**config.mk**
```make
export PLATFORM = sky130hd
export DESIGN_NAME = rename_unit
export DESIGN_NICKNAME = d
export VERILOG_FILES = /design/src/rename_pkg.sv /design/src/spec_map_table.sv /design/src/retire_map_table.sv /design/src/free_list.sv /design/src/reorder_buffer.sv /design/src/rename_dispatch.sv /design/src/rename_unit.sv
export SDC_FILE = /design/constraint.sdc
export NUM_CORES = 1
export LEC_CHECK = 0
export ABC_AREA = 0
export BUFFER_PORTS_ARGS = -buffer_cell sky130_fd_sc_hd__clkbuf_2
export CAP_MARGIN = 20
export CORE_ASPECT_RATIO = 1.2
export CORE_MARGIN = 4
export CORE_UTILIZATION = 35
export CTS_CLUSTER_SIZE = 12
export DETAILED_ROUTE_END_ITERATION = 7
export MAX_ROUTING_LAYER = met4
export SKIP_LAST_GASP = 1
export SYNTH_ARGS = -nofsm -noshare
export SYNTH_HDL_FRONTEND = slang
export SYNTH_HIERARCHICAL = 1
export SYNTH_SLANG_ARGS = --single-unit
```
**constraint.sdc**
```tcl
create_clock -name clk -period 3.3 [get_ports clk]
set_input_delay 0.165 -clock clk [delete_from_list [all_inputs] [get_ports clk]]
set_output_delay 0.165 -clock clk [all_outputs]
set_load 0.01 [all_outputs]
```
**src/rename_pkg.sv**
```systemverilog
package rename_pkg;

    // Register file sizes
    parameter int NUM_ARCH = 32;
    parameter int NUM_PHYS = 64;

    parameter int ARCH_W = $clog2(NUM_ARCH);
    parameter int PHYS_W = $clog2(NUM_PHYS);

    // Sized for the default ROB_DEPTH of 8
    parameter int ROB_ID_W = 3;

    typedef logic [ARCH_W-1:0]   arch_reg_t;
    typedef logic [PHYS_W-1:0]   phys_reg_t;
    typedef logic [ROB_ID_W-1:0] rob_id_t;

    // Whole map, one physical register per architectural register
    typedef phys_reg_t [NUM_ARCH-1:0] map_vec_t;

    // Instruction from the decoder
    typedef struct packed {
        arch_reg_t rd;
        arch_reg_t rs1;
        arch_reg_t rs2;
    } ren_inst_t;

    // Instruction after renaming
    typedef struct packed {
        rob_id_t   rob_id;
        phys_reg_t prd;
        phys_reg_t prs1;
        phys_reg_t prs2;
        phys_reg_t old_prd;
    } renamed_t;

    // Retiring instruction, also the reorder buffer entry payload
    typedef struct packed {
        arch_reg_t rd;
        phys_reg_t prd;
        phys_reg_t old_prd;
    } commit_t;

endpackage

```
**src/spec_map_table.sv**
```systemverilog
`timescale 1ns/1ps

module spec_map_table (
    input  logic                 clk,
    input  logic                 rst,

    // Lookups for the instruction being renamed
    input  rename_pkg::arch_reg_t rs1,
    input  rename_pkg::arch_reg_t rs2,
    input  rename_pkg::arch_reg_t rd,
    output rename_pkg::phys_reg_t prs1,
    output rename_pkg::phys_reg_t prs2,
    output rename_pkg::phys_reg_t old_prd,

    // New mapping for rd
    input  logic                 map_we,
    input  rename_pkg::phys_reg_t new_prd,

    // Recovery from the committed state
    input  logic                 flush,
    input  rename_pkg::map_vec_t  retired_map
);

    rename_pkg::map_vec_t map_q;

    // Three combinational read ports
    assign prs1    = map_q[rs1];
    assign prs2    = map_q[rs2];
    assign old_prd = map_q[rd];

    always_ff @(posedge clk) begin
        if (rst) begin
            // Identity map out of reset
            for (int i = 0; i < rename_pkg::NUM_ARCH; i++) begin
                map_q[i] <= rename_pkg::phys_reg_t'(i);
            end
        end else if (flush) begin
            // Restore wins over a same-cycle write
            map_q <= retired_map;
        end else if (map_we) begin
            map_q[rd] <= new_prd;
        end
    end

endmodule

```
**src/retire_map_table.sv**
```systemverilog
`timescale 1ns/1ps

module retire_map_table (
    input  logic                clk,
    input  logic                rst,
    input  logic                commit_valid,
    input  rename_pkg::commit_t commit_info,
    output rename_pkg::map_vec_t retired_map
);

    rename_pkg::map_vec_t map_q;

    // x0 stays mapped to physical 0
    logic commit_we;
    assign commit_we = commit_valid && (commit_info.rd != '0);

    always_ff @(posedge clk) begin
        if (rst) begin
            for (int i = 0; i < rename_pkg::NUM_ARCH; i++) begin
                map_q[i] <= rename_pkg::phys_reg_t'(i);
            end
        end else if (commit_we) begin
            map_q[commit_info.rd] <= commit_info.prd;
        end
    end

    // Whole table goes to the speculative map for flush recovery
    assign retired_map = map_q;

endmodule

```
**src/free_list.sv**
```systemverilog
`timescale 1ns/1ps

module free_list (
    input  logic                  clk,
    input  logic                  rst,

    // Allocation side
    input  logic                  alloc,
    output rename_pkg::phys_reg_t alloc_reg,

    // Registers freed at commit
    input  logic                  release_valid,
    input  rename_pkg::phys_reg_t release_reg,

    input  logic                  flush
);

    localparam int FL_DEPTH = rename_pkg::NUM_PHYS - rename_pkg::NUM_ARCH;
    localparam int PTR_W    = $clog2(FL_DEPTH);

    rename_pkg::phys_reg_t fl_mem [FL_DEPTH];

    // head: next register to hand out
    // tail: slot for the next freed register
    // ret:  head position as of the last committed allocation
    logic [PTR_W-1:0] head_q;
    logic [PTR_W-1:0] tail_q;
    logic [PTR_W-1:0] ret_q;
    logic [PTR_W-1:0] ret_next;

    // Head register is visible without waiting for alloc
    assign alloc_reg = fl_mem[head_q];

    // Each commit with a destination retires one allocation
    assign ret_next = release_valid ? ret_q + 1'b1 : ret_q;

    always_ff @(posedge clk) begin
        if (rst) begin
            head_q <= '0;
            tail_q <= '0;
            ret_q  <= '0;
        end else begin
            if (flush) begin
                // Reclaim registers taken by squashed instructions
                head_q <= ret_next;
            end else if (alloc) begin
                head_q <= head_q + 1'b1;
            end

            if (release_valid) begin
                tail_q <= tail_q + 1'b1;
            end
            ret_q <= ret_next;
        end
    end

    always_ff @(posedge clk) begin
        if (rst) begin
            // List starts full with every register above the architectural set
            for (int i = 0; i < FL_DEPTH; i++) begin
                fl_mem[i] <= rename_pkg::phys_reg_t'(rename_pkg::NUM_ARCH + i);
            end
        end else if (release_valid) begin
            fl_mem[tail_q] <= release_reg;
        end
    end

endmodule

```
**src/reorder_buffer.sv**
```systemverilog
`timescale 1ns/1ps

module reorder_buffer #(
    parameter int ROB_DEPTH = 8
) (
    input  logic                  clk,
    input  logic                  rst,

    // Dispatch side
    input  logic                  push,
    input  rename_pkg::renamed_t  push_entry,
    input  rename_pkg::arch_reg_t push_rd,
    output rename_pkg::rob_id_t   tail_id,

    // Completion from the execution units
    input  logic                  complete_valid,
    input  rename_pkg::rob_id_t   complete_id,

    input  logic                  flush,

    // Commit side
    output logic                  commit_valid,
    output rename_pkg::commit_t   commit_info,
    output logic                  credit_return
);

    localparam int PTR_W = $clog2(ROB_DEPTH);

    rename_pkg::commit_t ent_q [ROB_DEPTH];

    logic [ROB_DEPTH-1:0] valid_q;
    logic [ROB_DEPTH-1:0] done_q;
    logic [PTR_W-1:0]     head_q;
    logic [PTR_W-1:0]     tail_q;
    logic [PTR_W-1:0]     cmp_idx;
    logic                 pop;

    assign tail_id = rename_pkg::rob_id_t'(tail_q);
    assign cmp_idx = PTR_W'(complete_id);

    // Head retires once it has finished, never during a flush
    assign pop = valid_q[head_q] && done_q[head_q] && !flush;

    assign commit_valid  = pop;
    assign commit_info   = ent_q[head_q];
    assign credit_return = pop;

    always_ff @(posedge clk) begin
        if (rst) begin
            valid_q <= '0;
            done_q  <= '0;
            head_q  <= '0;
            tail_q  <= '0;
        end else if (flush) begin
            // Squash everything in flight
            valid_q <= '0;
            done_q  <= '0;
            head_q  <= '0;
            tail_q  <= '0;
        end else begin
            if (push) begin
                valid_q[tail_q] <= 1'b1;
                done_q[tail_q]  <= 1'b0;
                tail_q          <= tail_q + 1'b1;
            end

            // Late completions for empty slots are ignored
            if (complete_valid && valid_q[cmp_idx]) begin
                done_q[cmp_idx] <= 1'b1;
            end

            if (pop) begin
                valid_q[head_q] <= 1'b0;
                head_q          <= head_q + 1'b1;
            end
        end
    end

    // Only what commit needs is kept per entry
    always_ff @(posedge clk) begin
        if (push) begin
            ent_q[tail_q] <= '{
                rd:      push_rd,
                prd:     push_entry.prd,
                old_prd: push_entry.old_prd
            };
        end
    end

endmodule

```
**src/rename_dispatch.sv**
```systemverilog
`timescale 1ns/1ps

module rename_dispatch (
    input  logic                  clk,
    input  logic                  rst,

    // Upstream, credit based
    input  logic                  in_valid,
    input  rename_pkg::ren_inst_t in_inst,
    input  logic                  flush,

    // Speculative map lookups and update
    output rename_pkg::arch_reg_t map_rs1,
    output rename_pkg::arch_reg_t map_rs2,
    output rename_pkg::arch_reg_t map_rd,
    input  rename_pkg::phys_reg_t map_prs1,
    input  rename_pkg::phys_reg_t map_prs2,
    input  rename_pkg::phys_reg_t map_old_prd,
    output logic                  map_we,
    output rename_pkg::phys_reg_t map_new_prd,

    // Free list
    output logic                  alloc,
    input  rename_pkg::phys_reg_t alloc_reg,

    // Reorder buffer
    output logic                  push,
    output rename_pkg::renamed_t  push_entry,
    output rename_pkg::arch_reg_t push_rd,
    input  rename_pkg::rob_id_t   tail_id,

    // Renamed instruction out
    output logic                  ren_valid,
    output rename_pkg::renamed_t  ren_out
);

    logic accept;
    logic has_rd;

    assign accept = in_valid && !flush;
    assign has_rd = in_inst.rd != '0;

    assign map_rs1 = in_inst.rs1;
    assign map_rs2 = in_inst.rs2;
    assign map_rd  = in_inst.rd;

    // x0 destinations take no register and leave the map alone
    assign alloc       = accept && has_rd;
    assign map_we      = accept && has_rd;
    assign map_new_prd = alloc_reg;

    assign push    = accept;
    assign push_rd = in_inst.rd;

    always_comb begin
        push_entry.rob_id  = tail_id;
        push_entry.prd     = has_rd ? alloc_reg : '0;
        push_entry.prs1    = map_prs1;
        push_entry.prs2    = map_prs2;
        push_entry.old_prd = has_rd ? map_old_prd : '0;
    end

    always_ff @(posedge clk) begin
        if (rst) begin
            ren_valid <= 1'b0;
        end else begin
            ren_valid <= accept;
        end
    end

    always_ff @(posedge clk) begin
        if (accept) begin
            ren_out <= push_entry;
        end
    end

endmodule

```
**src/rename_unit.sv**
```systemverilog
`timescale 1ns/1ps

module rename_unit #(
    parameter int ROB_DEPTH = 8
) (
    input  logic                  clk,
    input  logic                  rst,

    input  logic                  in_valid,
    input  rename_pkg::ren_inst_t in_inst,
    input  logic                  flush,

    input  logic                  complete_valid,
    input  rename_pkg::rob_id_t   complete_id,

    output logic                  ren_valid,
    output rename_pkg::renamed_t  ren_out,

    output logic                  commit_valid,
    output rename_pkg::commit_t   commit_info,
    output logic                  credit_return
);

    // Dispatch to speculative map
    rename_pkg::arch_reg_t map_rs1;
    rename_pkg::arch_reg_t map_rs2;
    rename_pkg::arch_reg_t map_rd;
    rename_pkg::phys_reg_t map_prs1;
    rename_pkg::phys_reg_t map_prs2;
    rename_pkg::phys_reg_t map_old_prd;
    logic                  map_we;
    rename_pkg::phys_reg_t map_new_prd;

    // Dispatch to free list and reorder buffer
    logic                  alloc;
    rename_pkg::phys_reg_t alloc_reg;
    logic                  push;
    rename_pkg::renamed_t  push_entry;
    rename_pkg::arch_reg_t push_rd;
    rename_pkg::rob_id_t   tail_id;

    rename_pkg::map_vec_t  retired_map;

    rename_dispatch u_dispatch (
        .clk         (clk),
        .rst         (rst),
        .in_valid    (in_valid),
        .in_inst     (in_inst),
        .flush       (flush),
        .map_rs1     (map_rs1),
        .map_rs2     (map_rs2),
        .map_rd      (map_rd),
        .map_prs1    (map_prs1),
        .map_prs2    (map_prs2),
        .map_old_prd (map_old_prd),
        .map_we      (map_we),
        .map_new_prd (map_new_prd),
        .alloc       (alloc),
        .alloc_reg   (alloc_reg),
        .push        (push),
        .push_entry  (push_entry),
        .push_rd     (push_rd),
        .tail_id     (tail_id),
        .ren_valid   (ren_valid),
        .ren_out     (ren_out)
    );

    spec_map_table u_spec_map (
        .clk         (clk),
        .rst         (rst),
        .rs1         (map_rs1),
        .rs2         (map_rs2),
        .rd          (map_rd),
        .prs1        (map_prs1),
        .prs2        (map_prs2),
        .old_prd     (map_old_prd),
        .map_we      (map_we),
        .new_prd     (map_new_prd),
        .flush       (flush),
        .retired_map (retired_map)
    );

    retire_map_table u_retire_map (
        .clk          (clk),
        .rst          (rst),
        .commit_valid (commit_valid),
        .commit_info  (commit_info),
        .retired_map  (retired_map)
    );

    // Old mapping of a committed rd goes back on the list
    free_list u_free_list (
        .clk           (clk),
        .rst           (rst),
        .alloc         (alloc),
        .alloc_reg     (alloc_reg),
        .release_valid (commit_valid && (commit_info.rd != '0)),
        .release_reg   (commit_info.old_prd),
        .flush         (flush)
    );

    reorder_buffer #(
        .ROB_DEPTH (ROB_DEPTH)
    ) u_rob (
        .clk            (clk),
        .rst            (rst),
        .push           (push),
        .push_entry     (push_entry),
        .push_rd        (push_rd),
        .tail_id        (tail_id),
        .complete_valid (complete_valid),
        .complete_id    (complete_id),
        .flush          (flush),
        .commit_valid   (commit_valid),
        .commit_info    (commit_info),
        .credit_return  (credit_return)
    );

endmodule

```
[Word level (Yosys, flattened, before mapping)]
Memory sizes are Yosys's and may differ from the RTL's. A register that Yosys moved wholly into a read port is not among the register bits.
Cells that the tools add are included.
Storage, ports and cells
  bits in registers: 449
  bits in latches: 0
  memory bits (writable): 328
  memory bits (read-only): 0
  bits of input ports: 23
  output and inout bits: 47
  logic and storage cells: 172
  memories kept: 2
Operators by class
  add/subtract/negate cells: 5
  multiply operators: 0
  divide/modulo/power cells: 0
  order comparisons: 12
  equal/unequal tests: 0
  shifts and indexed selects: 0
  muxes and demuxes: 53
  bitwise operators: 6
  reductions and logical operators: 17
Memory list
  u_free_list.fl_mem: words 32, bits a word 6, rd ports 1, clocked after memory_dff 1, wr ports 32, line free_list.sv:21  | rename_pkg::phys_reg_t fl_mem [FL_DEPTH];
  u_rob.ent_q: words 8, bits a word 17, rd ports 1, clocked after memory_dff 1, wr ports 1, line reorder_buffer.sv:29  | rename_pkg::commit_t ent_q [ROB_DEPTH];
Operator list (count)
  192-bit bitwise mux: 2
  192-bit 2-to-1 mux: 2
  6-bit binary-select mux with 5-bit select: 3
  8-bit 2-to-1 mux: 8
  6-bit demux with 5-bit select: 2
  6-bit 2-to-1 mux: 8
  5-bit 2-to-1 mux: 6
  5-bit by 6-bit less-than comparator with 1-bit output, second input constant: 4
  8-bit bitwise AND: 2
  8-bit inverter: 2
  8-bit OR: 2
  5-bit by 1-bit adder with 5-bit output, second input constant: 3
  1-bit 2-to-1 mux: 14
  3-bit by 4-bit less-than comparator with 1-bit output, second input constant: 3
  1-bit logical AND: 11
  5-bit by 1-bit >= comparator with 1-bit output, second input constant: 2
  5-bit nonzero test: 2
  1-bit binary-select mux with 3-bit select: 3
  1-bit demux with 3-bit select: 3
  3-bit by 1-bit >= comparator with 1-bit output, second input constant: 3
  3-bit by 1-bit adder with 3-bit output, second input constant: 2
  3-bit 2-to-1 mux: 2
  6-bit OR reduction: 1
  2-bit nonzero test: 1
  2 further kinds: 2

[Logic depth before layout (Yosys ltp)]
Gate-level depths: netlist of run 1.
  word-level depth: 11
  mapped depth: 12
  mapped depth without buffers: 9

[Hierarchy]
The synthesis of run 1 kept the hierarchy.
Modules (own cells, without submodules)
  spec_map_table: times used 1, cells an instance 1388, area each 13948.4 sq um, sequential area each 3843.7 sq um
  free_list: times used 1, cells an instance 664, area each 9645.5 sq um, sequential area each 6165.9 sq um
  retire_map_table: times used 1, cells an instance 698, area each 7307.0 sq um, sequential area each 3843.7 sq um
  reorder_buffer: times used 1, cells an instance 351, area each 6453.7 sq um, sequential area each 4584.4 sq um
  rename_dispatch: times used 1, cells an instance 90, area each 1295.0 sq um, sequential area each 830.8 sq um
  rename_unit: times used 1, cells an instance 2, area each 15.0 sq um, sequential area each 0.0 sq um

[Worst setup path after synthesis of run 1]
No wires, ideal clock.
  path type: register to register
  start: register (tool-made name)
  end: memory u_free_list/fl_mem[0][0] in the netlist's numbering (enable)
  library setup time: 0.265 ns
  arrival: 3.375 ns
  required time: 3.035 ns
  setup slack: -0.340 ns
  stages on the path, launching flop included: 13
  path buffers: 4
  period minus slack after synthesis: 3.640 ns
  cells stage by stage: dfxtp_1 > clkbuf_1 > clkbuf_1 > mux4_2 > mux2_2 > or4_1 > o21a_1 > buf_2 > nor2b_1 > nand2_1 > clkbuf_1 > nor2_1 > or2_2
RTL lines (line)
  to (decl): free_list.sv:21

==> impl_metrics.yaml, run 1 <==
status:
  outcome: "completed"
clocking:
  cts_htree_levels: 3
  clock_path_buffers: 3
  cts_buffers: 83
  clock_latency_ps: 650
  cts_root_buf: "clkbuf_16"
  clock_sinks: 785
  cts_tree: "built"
  cts.clk_slew.worst_paths_ps: 60
global_route:
  grt_max_degree: 229
  antenna_found_initial: 0
  grt_use_total_pct: 20.6
  gr-total-overflow: 0
  grt_pass1_vias: 26500
  grt_pass1_wl_um: 176000
floorplanning:
  core-area_um2: 109000
  std_cell_rows: 133
  die_area_um2: 116000
  die_height_um: 372
  initial_core_util_pct: 35.2
  die_w_um: 311
  ioPinCount: 70
place:
  routabilityCongestion: 0.931
  portBuffers: 69
  placed_cell_area_um2: 41000
  place_hpwl_um: 76800
finish:
  fillCellCount: 10300
  drive_gt1_share_pct: 22.8
  final_util_pct: 40.2
  syn2layout_area_growth_pct: 14.0
  fin_nets: 3228
  fin_area_um2: 44000
power:
  p_per_area_nw_per_um2: 491
  ir_drop_mv: 0.402
  p_leak_uw: 0.0165
critical_path:
  ff2ff_setup_slack_ps: 80
  cpMostUsedCell: "buf_12"
  cp_slowest_stage_delay_ps: 540
  worstSetupPathType: "flip-flop to flip-flop"
  cp-end-kind: "flip-flop"
  cp.arrival_ps: 3610
  crit_chain: "buf_6 > mux4_2 > mux2_4 > or4_4 > o21a_1 > buf_12 > nor2b_4 > nand2_4 > buf_12 > nor2_1 > buf_4 > and2_1"
  regToRegEndpoint: "u_free_list/fl_mem[20][0]$_SDFFCE_PN0P_"
  worst-path-max-fanout: 11
  critPathCapture: "u_free_list/fl_mem[20][0]$_SDFFCE_PN0P_"
  reg2reg_depth: 12
  worstPathRequired_ps: 3690
  worstSetupStartpointType: "flip-flop"
  slowest_stage: "or4_4"
routing:
  first_iter_violations: 2701
  drt_wl_total_um: 118000
  ant_nets: 0
  routedWlPerCell_um: 25.3
  vias: 26900
  vias_per_cell: 5.75
  drtPass1Iterations: 5
  drc: 0
logic_synthesis:
  netlist_area_um2: 38600
  netlist_instances: 3178
  yosysWarnings: 6
  synth.avg_cell_area_um2: 12.1
  syn_nets: 3209
sta:
  skew_ps: 44.3
  relSlewSlack_pct: 16.1
  final_max_slew_viol_count: 0
  period_share_pct: 97.6
  rsz0062_at_grt: "yes"
  period_minus_slack_ps: 3220
  hold_viol_final: 0
  setup_violations: 0
  worst_slew_pin_slew_ps: 1260
  clock.fmax_mhz: 310
flow_run:
  drv_cap: 0
min_path:
  hold_path.class: "input pin to flip-flop"
per-layer routing:
metal / up-vias / global-route usage (%) / routed length [um]
met5: - / - / 0
met4: 0 / 9.46 / 5690
met3: 268 / 3.24 / 8310
met2: 1130 / 33.1 / 56300
met1: 13500 / 25.7 / 48200
li1: 12000 / - / -
cells in the final DEF (no fill, tap or decap), drive strengths merged, types with 8 or more instances in the layout:
| cell type | instances |
|---|---|
| nor2 | 155 |
| buf | 192 |
| mux2 | 36 |
| clkinv | 10 |
| nand4 | 18 |
| a21boi | 24 |
| nor2b | 205 |
| ha | 8 |
| mux4 | 262 |
| edfxtp | 355 |
| a211oi | 195 |
| and2 | 37 |
| nand2b | 106 |
| nor3 | 161 |
| nand2 | 128 |
| or3 | 66 |
| o21bai | 82 |
| dlygate4sd3 | 10 |
| mux2i | 170 |
| clkbuf | 195 |
| nand3 | 23 |
| and3 | 182 |
| a22oi | 24 |
| xor2 | 8 |
| inv | 13 |
| a21oi | 28 |
| dfxtp | 430 |
| o21ai | 34 |
| or2 | 34 |
sequential cells by signal, indices dropped and copies added (netlist names), named ones only:
register / flops
u_rob/done_q: 8
u_free_list/fl_mem: 192
u_dispatch/ren_out: 27
u_retire_map/retired_map: 192
u_dispatch/ren_valid: 1
u_rob/head_q: 3
u_rob/tail_id: 3
u_spec_map/map_q: 192
u_free_list/ret_q: 5
u_free_list/tail_q: 5
u_free_list/head_q: 5
u_rob/ent_q: 136
u_rob/valid_q: 8
per-stage QoR:
step	hold WS [ps]	setup slack [ps]	instances	power [uW]	TNS (ps)
after floorplan	237	4.09	3178	11800	0
after global placement	454	-109	4505	12500	-8820
after detailed placement	460	-127	4507	12500	-11030
after CTS	2.97	-22.6	4668	21700	-39.9
after global routing	36.3	-13.3	4676	22200	-43.9
final	44.5	78.5	4677	21600	0
layout make-up:
class,instances,area (um^2),area share (%)
Sequential cell,785,19300,43.8
Tap cell,1417,1770,4.03
Clock buffer,129,2420,5.51
Antenna cell,1,2.50,0.00569
Timing Repair Buffer,268,2360,5.36
Multi-Input combinational cell,2050,17900,40.7
Inverter,9,33.8,0.0768
Clock inverter,18,206,0.470
how the worst min path moves through the flow:
| stage | start | to | slack, ps | cells after the start |
|---|---|---|---|---|
| after floorplan | rst | u_dispatch/ren_valid$_SDFF_PP0_ | 240 | 1 |
| after global placement | u_retire_map/retired_map[3]$_SDFFE_PP0P_ | u_retire_map/retired_map[3]$_SDFFE_PP0P_ | 450 | 1 |
| after detailed placement | u_retire_map/retired_map[0]$_SDFFE_PP0P_ | u_retire_map/retired_map[0]$_SDFFE_PP0P_ | 460 | 1 |
| after CTS | in_inst[8] | u_dispatch/ren_out[13]$_DFFE_PP_ | 3 | 2 |
| after global routing | in_inst[8] | u_dispatch/ren_out[13]$_DFFE_PP_ | 40 | 2 |
| final | in_inst[8] | u_dispatch/ren_out[13]$_DFFE_PP_ | 40 | 2 |
what timing repair did:
action / in CTS / in global routing
buffers inserted: 4 / 3
pin swaps: 4 / 7
endpoints found under the hold margin: 25 / 0
resized for setup: 21 / 15
hold buffers: 10 / 0
cloned: 0 / 2
endpoints found under the setup margin: 165 / 194
power by group:
group	leakage [uW]	total, uW	switching, uW	internal (uW)
Sequential	0.00686	10600	168	10400
Clock	0.00128	9210	3930	5280
Combinational	0.00831	1800	1090	704
Total	0.0165	21600	5190	16400
critical path, delay by kind of cell, from the launching register on:
kind | cells | cell delay, ps
buffers and inverters | 4 | 600
muxes | 2 | 770
AOI/OAI and AO/OA | 1 | 240
DFF | 1 | 350
and+or+nand+nor | 5 | 1020
No activity file was read; power rests on OpenSTA's default activity.
==> run 2, diff against run 1 <==
- MAX_ROUTING_LAYER: met4 -> default
==> run 2 against run 1 <==
  * Setup slack worse by 10 ps
  * Combinational power about the same
  * Sequential power is essentially flat
  * Via count fell by 0.45%
  * Core utilization is essentially flat
  * Critical path depth is the same
==> impl_metrics.yaml, run 2 (synthesized netlist as in run 1, its figures left out) <==
power:
  total_power_uw: 21600
  p_leak_uw: 0.0164
  ir_drop_mv: 0.401
  p_per_area_nw_per_um2: 490
sta:
  period_share_pct: 97.9
  relSlewSlack_pct: 25.7
  setup_violations: 0
  clock.fmax_mhz: 309
  final_max_slew_viol_count: 0
  fin_setup_tns_ps: 0
  rsz0062_at_grt: "yes"
  period_minus_slack_ps: 3230
  hold_viol_final: 0
  setup_ws_ps: 68.5
  worst_slew_pin_slew_ps: 1110
  skew_ps: 41.1
global_route:
  grt_pass1_wl_um: 176000
  grt_pass1_vias: 26600
  grt_use_total_pct: 20.0
  antenna_found_initial: 0
  gr-total-overflow: 0
  grt_max_degree: 229
routing:
  drc: 0
  vias: 26800
  ant_nets: 0
  drt_wl_total_um: 118000
  first_iter_violations: 2506
  drtPass1Iterations: 6
  vias_per_cell: 5.72
  routedWlPerCell_um: 25.3
finish:
  instances_no_fill: 4676
  drive_gt1_share_pct: 22.8
  fin_nets: 3228
  final_cell_mix: "dfxtp_1, edfxtp_1, mux4_2, nor2b_1, a211oi_1"
  antennaDiodeCount: 0
  layout_commonest_cell: "dfxtp_1"
  syn2layout_area_growth_pct: 14.0
  fillCellCount: 10300
critical_path:
  worstSetupStartpointType: "flip-flop"
  cp-end-kind: "flip-flop"
  slowest_stage: "or4_4"
  cp.arrival_ps: 3630
  worstSetupPathType: "flip-flop to flip-flop"
  worstPathRequired_ps: 3690
  cp_slowest_stage_delay_ps: 540
  crit_chain: "buf_6 > mux4_2 > mux2_4 > or4_4 > o21a_1 > buf_12 > nor2b_4 > nand2_4 > buf_12 > nor2_1 > buf_4 > and2_1"
  worst-path-max-fanout: 11
  cpMostUsedCell: "buf_12"
floorplanning:
  std_cell_rows: 133
  die_area_um2: 116000
  core-area_um2: 109000
  initial_core_util_pct: 35.2
  ioPinCount: 70
  die_w_um: 311
  die_height_um: 372
flow_run:
  drv_cap: 0
min_path:
  hold_path.class: "input pin to flip-flop"
  hold_path_startpoint: "in_inst[8]"
clocking:
  cts.clk_slew.worst_paths_ps: 60
  clock_path_buffers: 3
  cts_htree_levels: 3
  clock_sinks: 785
  cts_tree: "built"
  clock_latency_ps: 650
  cts_buffers: 83
  cts_root_buf: "clkbuf_16"
status:
  outcome: "completed"
place:
  place_ws_ps: -127
  routabilityCongestion: 0.915
  place_hpwl_um: 76800
  portBuffers: 69
  place_inst: 4507
## run 2: cell count changes in the layout (fill, tap and decap cells not counted)
| cell | previous run | this run |
|---|---|---|
| buf_6 | 3 | 2 |
| buf_4 | 146 | 147 |
| diode_2 | 1 | 0 |
## run 2: cell type report
type,instances,area (um^2),share of cell area [%]
sequential,785,19300,43.9
multi-input combinational,2050,17900,40.7
clock buffer,129,2420,5.51
timing repair buffer,268,2350,5.36
tap,1417,1770,4.03
clock inverter,18,206,0.470
inverter,9,33.8,0.0768
## run 2: metal layers
layer / vias up / global-route usage [%] / wire length [um]
met5: - / 0 / 0
met4: 0 / 9.18 / 5610
met3: 273 / 3.35 / 8670
met2: 1185 / 33.2 / 56100
met1: 13300 / 25.6 / 48100
li1: 12000 / - / -
## run 2: worst paths after layout
kind	end	slack, ps	cells after the start
min	u_dispatch/ren_out[13]$_DFFE_PP_	40	2
min reg2reg	u_retire_map/retired_map[5]$_SDFFE_PP0P_	470	1
max	u_free_list/fl_mem[20][0]$_SDFFCE_PN0P_	70	12
max reg2reg	u_free_list/fl_mem[20][0]$_SDFFCE_PN0P_	70	12
## run 2: critical path, delay by kind of cell, from the launching register on
| kind | cells | cell delay [ps] |
|---|---|---|
| AOI/OAI and AO/OA | 1 | 240 |
| buffers and inverters | 4 | 600 |
| DFF | 1 | 360 |
| muxes | 2 | 770 |
| and+or+nand+nor | 5 | 1020 |
## run 2: stage by stage
| step | hold WS [ps] | instance area [um^2] | utilization (%) |
|---|---|---|---|
| floorplan | 237 | 38600 | - |
| global placement | 454 | 41000 | 37.5 |
| detailed placement | 460 | 41000 | 37.5 |
| CTS | 2.97 | 43800 | 40.0 |
| global route | 36.3 | 44000 | 40.1 |
| finish | 36.7 | 44000 | 40.1 |
## run 2: where the power goes
group	internal [uW]	switching, uW
sequential	10400	167
combinational	704	1090
clock	5280	3920
## run 2: what timing repair did
action | CTS | global route
pin swaps | 4 | 6
buffers inserted | 4 | 3
hold endpoints to repair | 25 | 0
gates resized for setup | 21 | 14
endpoints found under the setup margin | 165 | 194
gates cloned | 0 | 2
hold buffers | 10 | 0
